[config.mk]
export PLATFORM = sky130hd
export DESIGN_NAME = trs_io_top
export DESIGN_NICKNAME = d
export VERILOG_FILES = /design/src/hw/trs_io_pkg.sv /design/src/hw/cmd_if.sv /design/src/hw/trs_io_top.sv /design/src/hw/breakpoint_unit.sv /design/src/hw/host_regs.sv /design/src/hw/cmd_framer.sv /design/src/hw/esp_spi_port.sv
export VERILOG_INCLUDE_DIRS = /design/src /design/src/hw
export SDC_FILE = /design/constraint.sdc
export NUM_CORES = 1
export LEC_CHECK = 0
export BUFFER_PORTS_ARGS = -buffer_cell sky130_fd_sc_hd__buf_4
export CORE_ASPECT_RATIO = 1.75
export CORE_MARGIN = 1.5
export CORE_UTILIZATION = 55
export CTS_BUF_LIST = sky130_fd_sc_hd__clkbuf_4 sky130_fd_sc_hd__clkbuf_8 sky130_fd_sc_hd__clkbuf_16
export CTS_CLUSTER_SIZE = 8
export DETAILED_ROUTE_END_ITERATION = 8
export HOLD_SLACK_MARGIN = 0.06
export PLACE_DENSITY = 0.8
export REMOVE_ABC_BUFFERS = 1
export SKIP_LAST_GASP = 1
export SLEW_MARGIN = 20
export SYNTH_ARGS = -nofsm -noshare
export SYNTH_HDL_FRONTEND = slang
export SYNTH_SLANG_ARGS = --single-unit
[constraint.sdc]
create_clock -name clk -period 2.65 [get_ports clk]
set_clock_uncertainty 0.05 [all_clocks]
set_input_delay 0.1325 -clock clk [delete_from_list [all_inputs] [get_ports clk]]
set_output_delay 0.1325 -clock clk [all_outputs]
set_load 0.02 [all_outputs]
[src/hw/trs_io_settings.svh]
`ifndef TRS_IO_SETTINGS_SVH
`define TRS_IO_SETTINGS_SVH

// answer to get_cookie, lets the host find the board
`define TRS_COOKIE 8'haf

// version byte is {major, minor}
`define TRS_VERSION_MAJOR 3'd0
`define TRS_VERSION_MINOR 5'd3

// breakpoint slots
`define TRS_NUM_BREAKPOINTS 8

// keyboard matrix, one row per low address bit
`define TRS_KBD_ROWS 8
`define TRS_KBD_PAGE 8'h38  // upper address byte of the 0x38xx window

// longest parameter list of any command
`define TRS_MAX_PARAMS 3

`define TRS_SCREEN_RESET 24'hffffff  // white

`endif
[src/hw/trs_io_pkg.sv]
package trs_io_pkg;

  typedef logic [7:0]  byte_t;
  typedef logic [15:0] addr_t;  // z80 address
  typedef logic [23:0] rgb_t;   // red in [23:16], blue in [7:0]

  // host command opcodes, values as the ESP firmware sends them
  typedef enum logic [7:0] {
    get_cookie          = 8'd0,
    set_breakpoint      = 8'd6,
    clear_breakpoint    = 8'd7,
    enable_breakpoints  = 8'd11,
    disable_breakpoints = 8'd12,
    get_version         = 8'd15,
    set_screen_color    = 8'd17,
    send_keyb           = 8'd19
  } esp_cmd_e;

  // framer states
  typedef enum logic {
    idle        = 1'b0,  // waiting for an opcode
    read_params = 1'b1   // collecting parameter bytes
  } frame_state_e;

endpackage

[src/hw/cmd_if.sv]
`timescale 1ns/100ps

// one executed host command, framer to consumers
interface cmd_if;
  import trs_io_pkg::*;

  logic     exec;  // single-cycle strobe
  esp_cmd_e op;    // held until the next exec
  byte_t    p0;
  byte_t    p1;
  byte_t    p2;

  modport framer   (output exec, op, p0, p1, p2);
  modport consumer (input  exec, op, p0, p1, p2);

endinterface

[src/hw/trs_io_top.sv]
`timescale 1ns/100ps

module trs_io_top (
  input  logic              clk,
  input  logic              rst_n,
  input  logic              sck,
  input  logic              cs_n,
  input  logic              mosi,
  input  trs_io_pkg::addr_t bus_addr,
  input  logic              bus_rd,
  output logic              miso,
  output trs_io_pkg::byte_t kbd_data,
  output trs_io_pkg::rgb_t  screen_rgb,
  output logic              bp_hit,
  output logic [2:0]        bp_idx
);
  import trs_io_pkg::*;

  logic  byte_valid;  // spi byte strobe
  byte_t rx_byte;
  logic  resp_load;   // response request back to spi
  byte_t resp_byte;

  cmd_if cmd_bus ();  // executed command

  esp_spi_port spi_port (
    .clk        (clk),
    .rst_n      (rst_n),
    .sck        (sck),
    .cs_n       (cs_n),
    .mosi       (mosi),
    .resp_load  (resp_load),
    .resp_byte  (resp_byte),
    .miso       (miso),
    .byte_valid (byte_valid),
    .rx_byte    (rx_byte)
  );

  cmd_framer framer (
    .clk        (clk),
    .rst_n      (rst_n),
    .byte_valid (byte_valid),
    .rx_byte    (rx_byte),
    .cmd        (cmd_bus.framer)
  );

  // keyboard, colour, cookie and version
  host_regs regs (
    .clk        (clk),
    .rst_n      (rst_n),
    .cmd        (cmd_bus.consumer),
    .bus_addr   (bus_addr),
    .kbd_data   (kbd_data),
    .screen_rgb (screen_rgb),
    .resp_load  (resp_load),
    .resp_byte  (resp_byte)
  );

  breakpoint_unit bp_unit (
    .clk      (clk),
    .rst_n    (rst_n),
    .cmd      (cmd_bus.consumer),
    .bus_addr (bus_addr),
    .bus_rd   (bus_rd),
    .bp_hit   (bp_hit),
    .bp_idx   (bp_idx)
  );

endmodule

[src/hw/breakpoint_unit.sv]
`timescale 1ns/100ps
`include "trs_io_settings.svh"

module breakpoint_unit (
  input  logic              clk,
  input  logic              rst_n,
  cmd_if.consumer           cmd,
  input  trs_io_pkg::addr_t bus_addr,
  input  logic              bus_rd,
  output logic              bp_hit,
  output logic [2:0]        bp_idx
);
  import trs_io_pkg::*;

  localparam int SLOTS = `TRS_NUM_BREAKPOINTS;

  addr_t            bp_addr [0:SLOTS-1];
  logic [SLOTS-1:0] bp_active;
  logic             bp_en;       // global enable
  logic             bus_rd_q;
  logic             rd_rise;
  logic [SLOTS-1:0] match;
  logic [2:0]       hit_sel;     // lowest matching slot

  // slot addresses
  always_ff @(posedge clk) begin
    if (cmd.exec && cmd.op == set_breakpoint)
      bp_addr[cmd.p0[2:0]] <= {cmd.p2, cmd.p1};  // p1 is the low byte
  end

  // slot flags and enable
  always_ff @(posedge clk) begin
    if (!rst_n) begin
      bp_active <= '0;
      bp_en     <= 1'b0;
    end else if (cmd.exec) begin
      case (cmd.op)
        set_breakpoint:      bp_active[cmd.p0[2:0]] <= 1'b1;
        clear_breakpoint:    bp_active[cmd.p0[2:0]] <= 1'b0;
        enable_breakpoints:  bp_en <= 1'b1;
        disable_breakpoints: bp_en <= 1'b0;
        default: ;
      endcase
    end
  end

  assign rd_rise = bus_rd & ~bus_rd_q;

  // compare every slot, then pick lowest index
  always_comb begin
    hit_sel = 3'd0;
    for (int i = 0; i < SLOTS; i++)
      match[i] = bp_active[i] && (bp_addr[i] == bus_addr);
    for (int i = SLOTS - 1; i >= 0; i--)
      if (match[i])
        hit_sel = 3'(i);  // lower slots overwrite higher ones
  end

  always_ff @(posedge clk) begin
    if (!rst_n) begin
      bus_rd_q <= 1'b0;
      bp_hit   <= 1'b0;
      bp_idx   <= 3'd0;
    end else begin
      bus_rd_q <= bus_rd;
      bp_hit   <= rd_rise && bp_en && (|match);
      if (rd_rise && bp_en && (|match))
        bp_idx <= hit_sel;  // held until next hit
    end
  end

endmodule

[src/hw/host_regs.sv]
`timescale 1ns/100ps
`include "trs_io_settings.svh"

module host_regs (
  input  logic              clk,
  input  logic              rst_n,
  cmd_if.consumer           cmd,
  input  trs_io_pkg::addr_t bus_addr,
  output trs_io_pkg::byte_t kbd_data,
  output trs_io_pkg::rgb_t  screen_rgb,
  output logic              resp_load,
  output trs_io_pkg::byte_t resp_byte
);
  import trs_io_pkg::*;

  localparam int ROW_BITS = $clog2(`TRS_KBD_ROWS);

  byte_t kbd_rows [0:`TRS_KBD_ROWS-1];  // one byte per matrix row

  // keyboard matrix and screen colour
  always_ff @(posedge clk) begin
    if (!rst_n) begin
      for (int r = 0; r < `TRS_KBD_ROWS; r++)
        kbd_rows[r] <= '0;  // no keys down
      screen_rgb <= `TRS_SCREEN_RESET;
    end else if (cmd.exec) begin
      if (cmd.op == send_keyb)
        kbd_rows[cmd.p0[ROW_BITS-1:0]] <= cmd.p1;  // row wraps mod 8
      if (cmd.op == set_screen_color)
        screen_rgb <= {cmd.p0, cmd.p1, cmd.p2};      // r, g, b
    end
  end

  // z80 read of 0x38xx, each set low address bit selects a row
  always_comb begin
    kbd_data = '0;
    if (bus_addr[15:8] == `TRS_KBD_PAGE) begin
      for (int r = 0; r < `TRS_KBD_ROWS; r++)
        if (bus_addr[r])
          kbd_data = kbd_data | kbd_rows[r];  // rows wire-or like the real matrix
    end
  end

  // single byte answers
  always_ff @(posedge clk) begin
    if (!rst_n)
      resp_load <= 1'b0;
    else
      resp_load <= cmd.exec && (cmd.op == get_cookie || cmd.op == get_version);
  end

  always_ff @(posedge clk) begin
    if (cmd.exec && cmd.op == get_cookie)
      resp_byte <= `TRS_COOKIE;
    else if (cmd.exec && cmd.op == get_version)
      resp_byte <= {`TRS_VERSION_MAJOR, `TRS_VERSION_MINOR};
  end

endmodule

[src/hw/cmd_framer.sv]
`timescale 1ns/100ps
`include "trs_io_settings.svh"

module cmd_framer (
  input  logic              clk,
  input  logic              rst_n,
  input  logic              byte_valid,
  input  trs_io_pkg::byte_t rx_byte,
  cmd_if.framer             cmd
);
  import trs_io_pkg::*;

  frame_state_e state;
  esp_cmd_e     op_pend;                        // opcode waiting for its params
  byte_t        param_buf [0:`TRS_MAX_PARAMS-1];
  byte_t        params_nxt [0:`TRS_MAX_PARAMS-1];
  logic [1:0]   param_idx;                      // next slot to fill
  logic [1:0]   param_left;                     // bytes still expected
  logic [1:0]   need;                           // param count of incoming opcode
  logic         op_known;

  // parameter count per opcode
  always_comb begin
    op_known = 1'b1;
    case (esp_cmd_e'(rx_byte))
      set_breakpoint,
      set_screen_color: need = 2'd3;
      send_keyb:        need = 2'd2;
      clear_breakpoint: need = 2'd1;
      get_cookie, get_version,
      enable_breakpoints,
      disable_breakpoints: need = 2'd0;
      default: begin
        need     = 2'd0;
        op_known = 1'b0;  // ignored
      end
    endcase
  end

  // buffer with the incoming byte merged in
  always_comb begin
    params_nxt            = param_buf;
    params_nxt[param_idx] = rx_byte;
  end

  always_ff @(posedge clk) begin
    if (!rst_n) begin
      state      <= idle;
      param_left <= 2'd0;
      cmd.exec   <= 1'b0;
    end else begin
      cmd.exec <= 1'b0;
      if (byte_valid) begin
        case (state)
          idle: begin
            if (op_known && need == 2'd0) begin
              cmd.exec <= 1'b1;  // no params, run now
            end else if (op_known) begin
              state      <= read_params;
              param_left <= need;
            end
          end
          read_params: begin
            if (param_left == 2'd1) begin
              cmd.exec <= 1'b1;
              state    <= idle;
            end else begin
              param_left <= param_left - 2'd1;
            end
          end
          default: state <= idle;
        endcase
      end
    end
  end

  // opcode and params only move to the interface at exec
  always_ff @(posedge clk) begin
    if (byte_valid && state == idle) begin
      op_pend   <= esp_cmd_e'(rx_byte);
      param_idx <= 2'd0;
      if (op_known && need == 2'd0)
        cmd.op <= esp_cmd_e'(rx_byte);
    end else if (byte_valid) begin
      param_buf <= params_nxt;
      param_idx <= param_idx + 2'd1;
      if (param_left == 2'd1) begin
        cmd.op <= op_pend;
        cmd.p0 <= params_nxt[0];
        cmd.p1 <= params_nxt[1];
        cmd.p2 <= params_nxt[2];
      end
    end
  end

endmodule

[src/hw/esp_spi_port.sv]
`timescale 1ns/100ps

module esp_spi_port (
  input  logic              clk,
  input  logic              rst_n,
  input  logic              sck,
  input  logic              cs_n,
  input  logic              mosi,
  input  logic              resp_load,   // arm a response
  input  trs_io_pkg::byte_t resp_byte,
  output logic              miso,
  output logic              byte_valid,
  output trs_io_pkg::byte_t rx_byte
);
  import trs_io_pkg::*;

  logic [2:0] sck_sync;   // [0] meta, [1] sync, [2] previous
  logic [1:0] cs_sync;
  logic [1:0] mosi_sync;
  logic       sck_rise;
  logic       sck_fall;
  logic       cs_active;
  logic       mosi_bit;
  logic [2:0] bit_cnt;    // bits of current byte
  byte_t      rx_shift;
  byte_t      tx_shift;
  logic [3:0] tx_cnt;     // 9 = armed, 8..1 = shifting
  logic       resp_pending;

  // synchronizers into the clk domain
  always_ff @(posedge clk) begin
    if (!rst_n) begin
      sck_sync  <= 3'b000;
      cs_sync   <= 2'b11;  // deselected
      mosi_sync <= 2'b00;
    end else begin
      sck_sync  <= {sck_sync[1:0], sck};
      cs_sync   <= {cs_sync[0], cs_n};
      mosi_sync <= {mosi_sync[0], mosi};
    end
  end

  assign sck_rise  = sck_sync[1] & ~sck_sync[2];
  assign sck_fall  = ~sck_sync[1] & sck_sync[2];
  assign cs_active = ~cs_sync[1];
  assign mosi_bit  = mosi_sync[1];

  assign resp_pending = (tx_cnt != 4'd0);

  // receive side, mode 0 so sample on rising sck
  always_ff @(posedge clk) begin
    if (!rst_n) begin
      bit_cnt    <= 3'd0;
      byte_valid <= 1'b0;
    end else begin
      byte_valid <= cs_active && sck_rise && (bit_cnt == 3'd7) && !resp_pending;
      if (!cs_active)
        bit_cnt <= 3'd0;  // frame boundary realigns bytes
      else if (sck_rise)
        bit_cnt <= bit_cnt + 3'd1;
    end
  end

  always_ff @(posedge clk) begin
    if (cs_active && sck_rise)
      rx_shift <= {rx_shift[6:0], mosi_bit};  // msb first
  end

  assign rx_byte = rx_shift;  // complete when byte_valid is high

  // transmit side, master samples on rising so change on falling
  always_ff @(posedge clk) begin
    if (!rst_n) begin
      tx_cnt   <= 4'd0;
      tx_shift <= '0;
    end else if (resp_load) begin
      tx_cnt <= 4'd9;
    end else if (!cs_active) begin
      tx_cnt <= 4'd0;  // dropped frame abandons the response
    end else if (sck_fall && resp_pending) begin
      if (tx_cnt == 4'd9)
        tx_shift <= resp_byte;  // bit 7 out ahead of first rising edge
      else
        tx_shift <= {tx_shift[6:0], 1'b0};
      tx_cnt <= tx_cnt - 4'd1;
    end
  end

  assign miso = cs_active & tx_shift[7];  // zeros shifted in keep it low when idle

endmodule

### Word-level counts from Yosys, hierarchy flattened

Memory sizes are Yosys's and may differ from the RTL's.
Cells that the tools add are included.

* register bits: 144
* bits in writable memories: 192
* input bits: 22
* output and inout bits: 37
* word-level logic and storage cells: 202
* memories kept: 2

Memories
* bp_unit.bp_addr: depth 8, width 16, read ports 8, clocked after memory_dff 0, write ports 1, line breakpoint_unit.sv:17 `addr_t bp_addr [0:SLOTS-1];`
* regs.kbd_rows: depth 8, width 8, read ports 8, clocked after memory_dff 0, write ports 8, line host_regs.sv:18 `` byte_t kbd_rows [0:`TRS_KBD_ROWS-1]; ``

* add/sub/neg operators: 4
* $lt $le $gt $ge: 4
* eq/ne operators: 30
* multiplexer cells: 62
* bitwise gates (word level): 23
* reductions and logical operators: 48

Operator list (count)
* 8-bit 2-to-1 mux: 23
* 16-bit == test: 8
* 8-bit bitwise OR: 8
* 8-bit by 4-bit == test with 1-bit output (second input constant): 6
* 8-bit by 3-bit == test with 1-bit output (second input constant): 4
* 8-bit by 5-bit == test with 1-bit output (second input constant): 4
* 3-bit 2-to-1 mux: 9
* 24-bit bitwise mux: 1
* 8-bit OR reduction: 3
* 1-bit logical AND: 22
* 8-bit demux with 2-bit select: 1
* 8-bit zero test: 2
* 8-bit case mux with 2 select lines: 1
* 1-bit 2-to-1 mux: 15
* 4-bit 2-to-1 mux: 3
* 2-bit AND reduction: 5
* 3-bit AND reduction: 3
* 8-bit bitwise AND: 1
* 8-bit by 6-bit == test with 1-bit output (second input constant): 1
* 1-bit inverter: 8
* 8-bit inverter: 1
* 2-bit nonzero test: 4
* 2-bit 2-to-1 mux: 3
* 1-bit case mux with 2 select lines: 3
* other kinds (26): 32

### Longest topological paths before layout

An unclocked memory read counts as a cell.

* depth after elaboration: 24
* gate-level depth with buffers: 9
* gate-level depth less buffers: 9

### Hierarchy

Synthesis repeated with hierarchy kept, for this count alone.

* cells, all modules: 1087
* area total of the unflattened synthesis: 14422.6 um^2

By module, submodules not included
* breakpoint_unit: times used 1, cells an instance 460, area each 6347.3 um^2, seq. area each 4124.0 um^2
* host_regs: times used 1, cells an instance 365, area each 4006.3 um^2, seq. area each 2442.3 um^2
* cmd_framer: times used 1, cells an instance 151, area each 2747.6 um^2, seq. area each 2042.0 um^2
* esp_spi_port: times used 1, cells an instance 111, area each 1321.3 um^2, seq. area each 700.7 um^2

### Worst setup path after synthesis

No wires, ideal clock.

* kind: register to register
* start: reg framer.cmd.op[5]
* end: mem regs.kbd_rows[1][0] (netlist bit) (enable)
* setup time: 384 ps
* arrival time: 2238 ps
* setup slack: -22 ps
* stages on the path, launching flop included: 6
* buffers on the path: 1
* clock period less this slack: 2672 ps
* cells stage by stage: edfxtp_1 > or4b_1 > nor3_1 > nand3_1 > clkbuf_1 > o21ai_0

RTL lines
* start, declared: line cmd_if.sv:13 `modport framer (output exec, op, p0, p1, p2);`
* start signal, assigned: line cmd_framer.sv:83 `cmd.op <= esp_cmd_e'(rx_byte);`
* start signal, assigned: line cmd_framer.sv:88 `cmd.op <= op_pend;`
* end, declared: line host_regs.sv:18

### Worst setup path after layout

* start: reg framer.cmd.op[5]
* end: mem bp_unit.bp_addr[5][2] (netlist bit) (enable)

* longest elaborated chain between the ends: 4

Ends and longest elaborated chain
* 8-bit by 3-bit == test with 1-bit output: line breakpoint_unit.sv:27 `if (cmd.exec && cmd.op == set_breakpoint)`
* 1-bit logical AND: line breakpoint_unit.sv:27
* 1-bit 2-to-1 mux: line breakpoint_unit.sv:27
* 1-bit 2-to-1 mux (not written as such): line breakpoint_unit.sv:28 `bp_addr[cmd.p0[2:0]] <= {cmd.p2, cmd.p1};`
* end, declared: line breakpoint_unit.sv:17

Every way passes these cells.

==> metrics <==
number of hold violations in the final report 0; total power between 10 and 15 mW; overall global routing resource usage 26.6%; estimated wirelength of the detail-placed design between 20 and 25 mm; total gr overflow 0; cell depth of the worst flop-to-flop path 5; number of synthesized flops with an enable pin 264; post-route worst setup slack 0.135 ns; startpoint of the most critical hold path mosi; Post-Synthesis Cells between 1000 and 1500; routed via count divided by cell count ~6; share of flip-flops with an asynchronous set or reset 0%; reg-to-reg critical path endpoint bp_unit.bp_addr[5][2]; TritonCTS buffer count 47; Crit Reg-Reg Startpoint framer.cmd.op[5]; number of sinks on the clock net 333; startpoint-to-endpoint class of the critical path reg2reg; DR DRC count 0; number of standard cells in the final layout excluding fillers 1487; final count of pins violating max slew 0; run status complete, no violations; post-synthesis mux area share 2.87%; Hold WC Path Type in2reg; worst max-slew margin expressed relative to the limit a little over a third; Final GP Congestion 0.881; count of standard-cell rows 77; IR drop worst, VDD 0.444 mV; XOR/XNOR share of the synthesized area 8.34%; total of flip-flops plus latches after synthesis 333; count of warnings emitted by yosys 0; static leakage roughly 5.1 nW; share of post-route cells with drive strength above 1 18.7%; Cell Count Post-Placement between 1000 and 1500; maximum fanout along the worst path 13; portion of the post-synthesis area used by sequential elements 66.6%; total negative slack for setup checks 0 ns; first-pass iteration count of the detailed router 7; max_cap viols 0; number of vias in the routed layout 8785; area enclosed by the die boundary 26400 um^2; dominant combinational cell family by area after synthesis simple AND/OR/NAND/NOR gates; placed standard-cell area 14900 um^2; first-pass GRT wire length 51.2 mm; maximum operating frequency 398 MHz; clock root buffer sky130_fd_sc_hd__clkbuf_16; vias in the first global route ~9000; power density of the placed cells roughly 700 nW/um^2; fin area between 15000 and 20000 um^2; area fraction in compound gates after synthesis 5.06%; area of the mapped netlist ~14000 um^2; Routed WL 33.8 mm; Die Ht 214 um; endpoint of the worst hold-timing path spi_port.mosi_sync[0]; shortest period the worst path allows roughly 2.5 ns; Die X 123 um; Clk Latency, worst-skew pair 0.53 ns; clock tree from TritonCTS yes; pin count of the biggest net entering global routing 31; start point of the critical path framer.cmd.op[5]; I/O pin count 59; antenna violations before repair 0; number of setup buffers added after CTS 0; pre-CTS worst setup slack 0.0575 ns; adder and majority gate portion of the synthesized area less than 1%; synth-to-layout area growth 17.4%; data arrival time of the worst path 2.70 ns; data required time of the worst path 2.83 ns; register-to-register setup slack 0.13 ns; fin nets 1164; clk buf depth 3; worst hold path depth 3; Ant. Diodes 0; post-route fraction of the period consumed by the critical path 94.9%; dominant register cell in the synthesized netlist sky130_fd_sc_hd__edfxtp_1; CP endpoint kind register; clock slew at reported path FFs 0.05 ns; residual antenna-violating net count after detailed routing 0; Placeable Area ~25000 um^2; number of levels in the clock H-tree 2; unrepaired setup endpoints after global routing false; worst-margin pin slew 0.967 ns; CP Launch Type register; initial core utilization 55.6%; IO buf count 58; routed wire length per instance 22.7 um; worst hold slack 0.314 ns; Avg Inst Size Synth 13.4 um^2; first-iteration detailed-routing DRC count between 700 and 800; setup violators final 0; Yosys cell types between 50 and 60; simple-gate area share of the yosys netlist 14.1%; Layout Utilization 65.2%
## how the worst max path moves through the flow
stage | end | depth (start not counted)
2_1_floorplan | regs.kbd_rows[0][0] | 4
3_3_place_gp | bp_unit.bp_addr[5][0] | 5
3_5_place_dp | bp_unit.bp_addr[5][3] | 5
4_1_cts | bp_unit.bp_addr[5][0] | 5
5_1_grt | bp_unit.bp_idx[0] | 7
6_report | bp_unit.bp_addr[5][2] | 5
## cells in the mapped netlist, drive strengths merged (2+ instances only)
cell type | number | share of area, %
o21a | 13 | 0.70
or2 | 6 | 0.27
a31oi | 8 | 0.36
or3 | 5 | 0.22
o31a | 2 | 0.13
nand4 | 19 | 0.85
and3b | 2 | 0.13
or3b | 2 | 0.13
a221oi | 8 | 0.50
edfxtp | 264 | 57
a22oi | 17 | 0.91
nand3b | 8 | 0.43
ha | 8 | 0.72
a211oi | 7 | 0.41
xor2 | 79 | 5.0
or4 | 8 | 0.43
and3 | 5 | 0.22
nor2 | 55 | 1.6
and2 | 72 | 3.2
buf | 27 | 1.1
nor4bb | 2 | 0.14
nand3 | 40 | 1.4
mux2i | 4 | 0.29
a22o | 8 | 0.50
nor3 | 14 | 0.50
nand2b | 4 | 0.18
clkbuf | 27 | 0.73
nor4 | 21 | 0.94
or4b | 3 | 0.21
o21ai | 19 | 0.68
nor2b | 6 | 0.27
nor3b | 6 | 0.32
mux2 | 32 | 2.6
a21oi | 13 | 0.47
o22ai | 2 | 0.090
nor4b | 2 | 0.13
nand4b | 5 | 0.31
xnor2 | 54 | 3.4
dfxtp | 69 | 9.9
nand2 | 79 | 2.1
inv | 14 | 0.38
## state kept, by name, indices dropped and copies added, names as in the netlist, 2 cells and up, named ones only
name	flops
spi_port.tx_shift	8
spi_port.rx_byte	8
framer.op_pend	8
framer.cmd.op	8
framer.param_idx	2
spi_port.sck_sync	3
spi_port.tx_cnt	4
framer.param_left	2
bp_unit.bp_idx	3
regs.screen_rgb	24
framer.param_buf	24
spi_port.mosi_sync	2
framer.cmd.p0	8
regs.kbd_rows	64
spi_port.cs_sync	2
framer.cmd.p2	8
framer.cmd.p1	8
spi_port.bit_cnt	3
bp_unit.bp_addr	128
## worst max-delay path, cell delays in order, from the launching register on
cell and delay (ns):
sky130_fd_sc_hd__edfxtp_1 0.35, sky130_fd_sc_hd__or4b_1 0.59, sky130_fd_sc_hd__or3_1 0.40, sky130_fd_sc_hd__or3_4 0.44, sky130_fd_sc_hd__nor2_2 0.22, sky130_fd_sc_hd__buf_12 0.17
## per-layer routing
| layer | track usage (%) | vias to the layer above | share of wire (%) |
|---|---|---|---|
| met4 | 16.9 | 0 | 6.8 |
| met2 | 47.3 | 420 | 53 |
| met3 | 3.24 | 138 | 6.9 |
| met5 | 0 | - | 0 |
| li1 | - | 3988 | - |
| met1 | 29.9 | 4239 | 34 |
## where the power goes
part	total (mW)	internal (mW)	switching, mW	leakage (nW)
registers	5.67	5.64	0.0259	2.36
logic	0.353	0.130	0.224	1.97
clock network	5.77	3.69	2.08	0.758
## timing repair
action / CTS / global route
endpoints found under the setup margin: 0 / 123
gates resized for setup: 0 / 2
endpoints found under the hold margin: 13 / 0
hold buffers: 7 / 0
## cell type report
type,instances,area [um^2]
clock buffer,84,1450
clock inverter,2,13.8
fill,1717,8740
inverter,15,56.3
multi-input combinational,644,4360
sequential,333,9310
tap,316,395
timing repair buffer,93,816
## cells in the final DEF (no fill, tap or decap), types with 13 or more instances in the layout
cell type,netlist,routed
sky130_fd_sc_hd__nor2_1,47,47
sky130_fd_sc_hd__xor2_1,79,79
sky130_fd_sc_hd__edfxtp_1,264,264
sky130_fd_sc_hd__o21a_1,13,13
sky130_fd_sc_hd__mux2_2,32,32
sky130_fd_sc_hd__nor4_1,21,21
sky130_fd_sc_hd__a21oi_1,13,13
sky130_fd_sc_hd__nand4_1,19,19
sky130_fd_sc_hd__inv_1,14,14
sky130_fd_sc_hd__clkbuf_16,0,47
sky130_fd_sc_hd__nand3_1,40,40
sky130_fd_sc_hd__xnor2_1,54,54
sky130_fd_sc_hd__a22oi_1,17,17
sky130_fd_sc_hd__o21ai_0,14,14
sky130_fd_sc_hd__dfxtp_1,69,69
sky130_fd_sc_hd__nor3_1,14,13
sky130_fd_sc_hd__buf_4,7,78
sky130_fd_sc_hd__clkbuf_4,0,37
sky130_fd_sc_hd__nand2_1,79,79
sky130_fd_sc_hd__and2_1,72,72
## cells by family (layout without fill, tap and decap cells)
logic type / after synthesis / count (layout)
flops: 333 / 333
compound gates: 102 / 102
mux: 36 / 36
fa+ha+maj: 8 / 8
simple gates: 365 / 365
buf+inv: 69 / 194
xor+xnor: 133 / 133
Note: power is estimated with default switching activity, not from simulation.
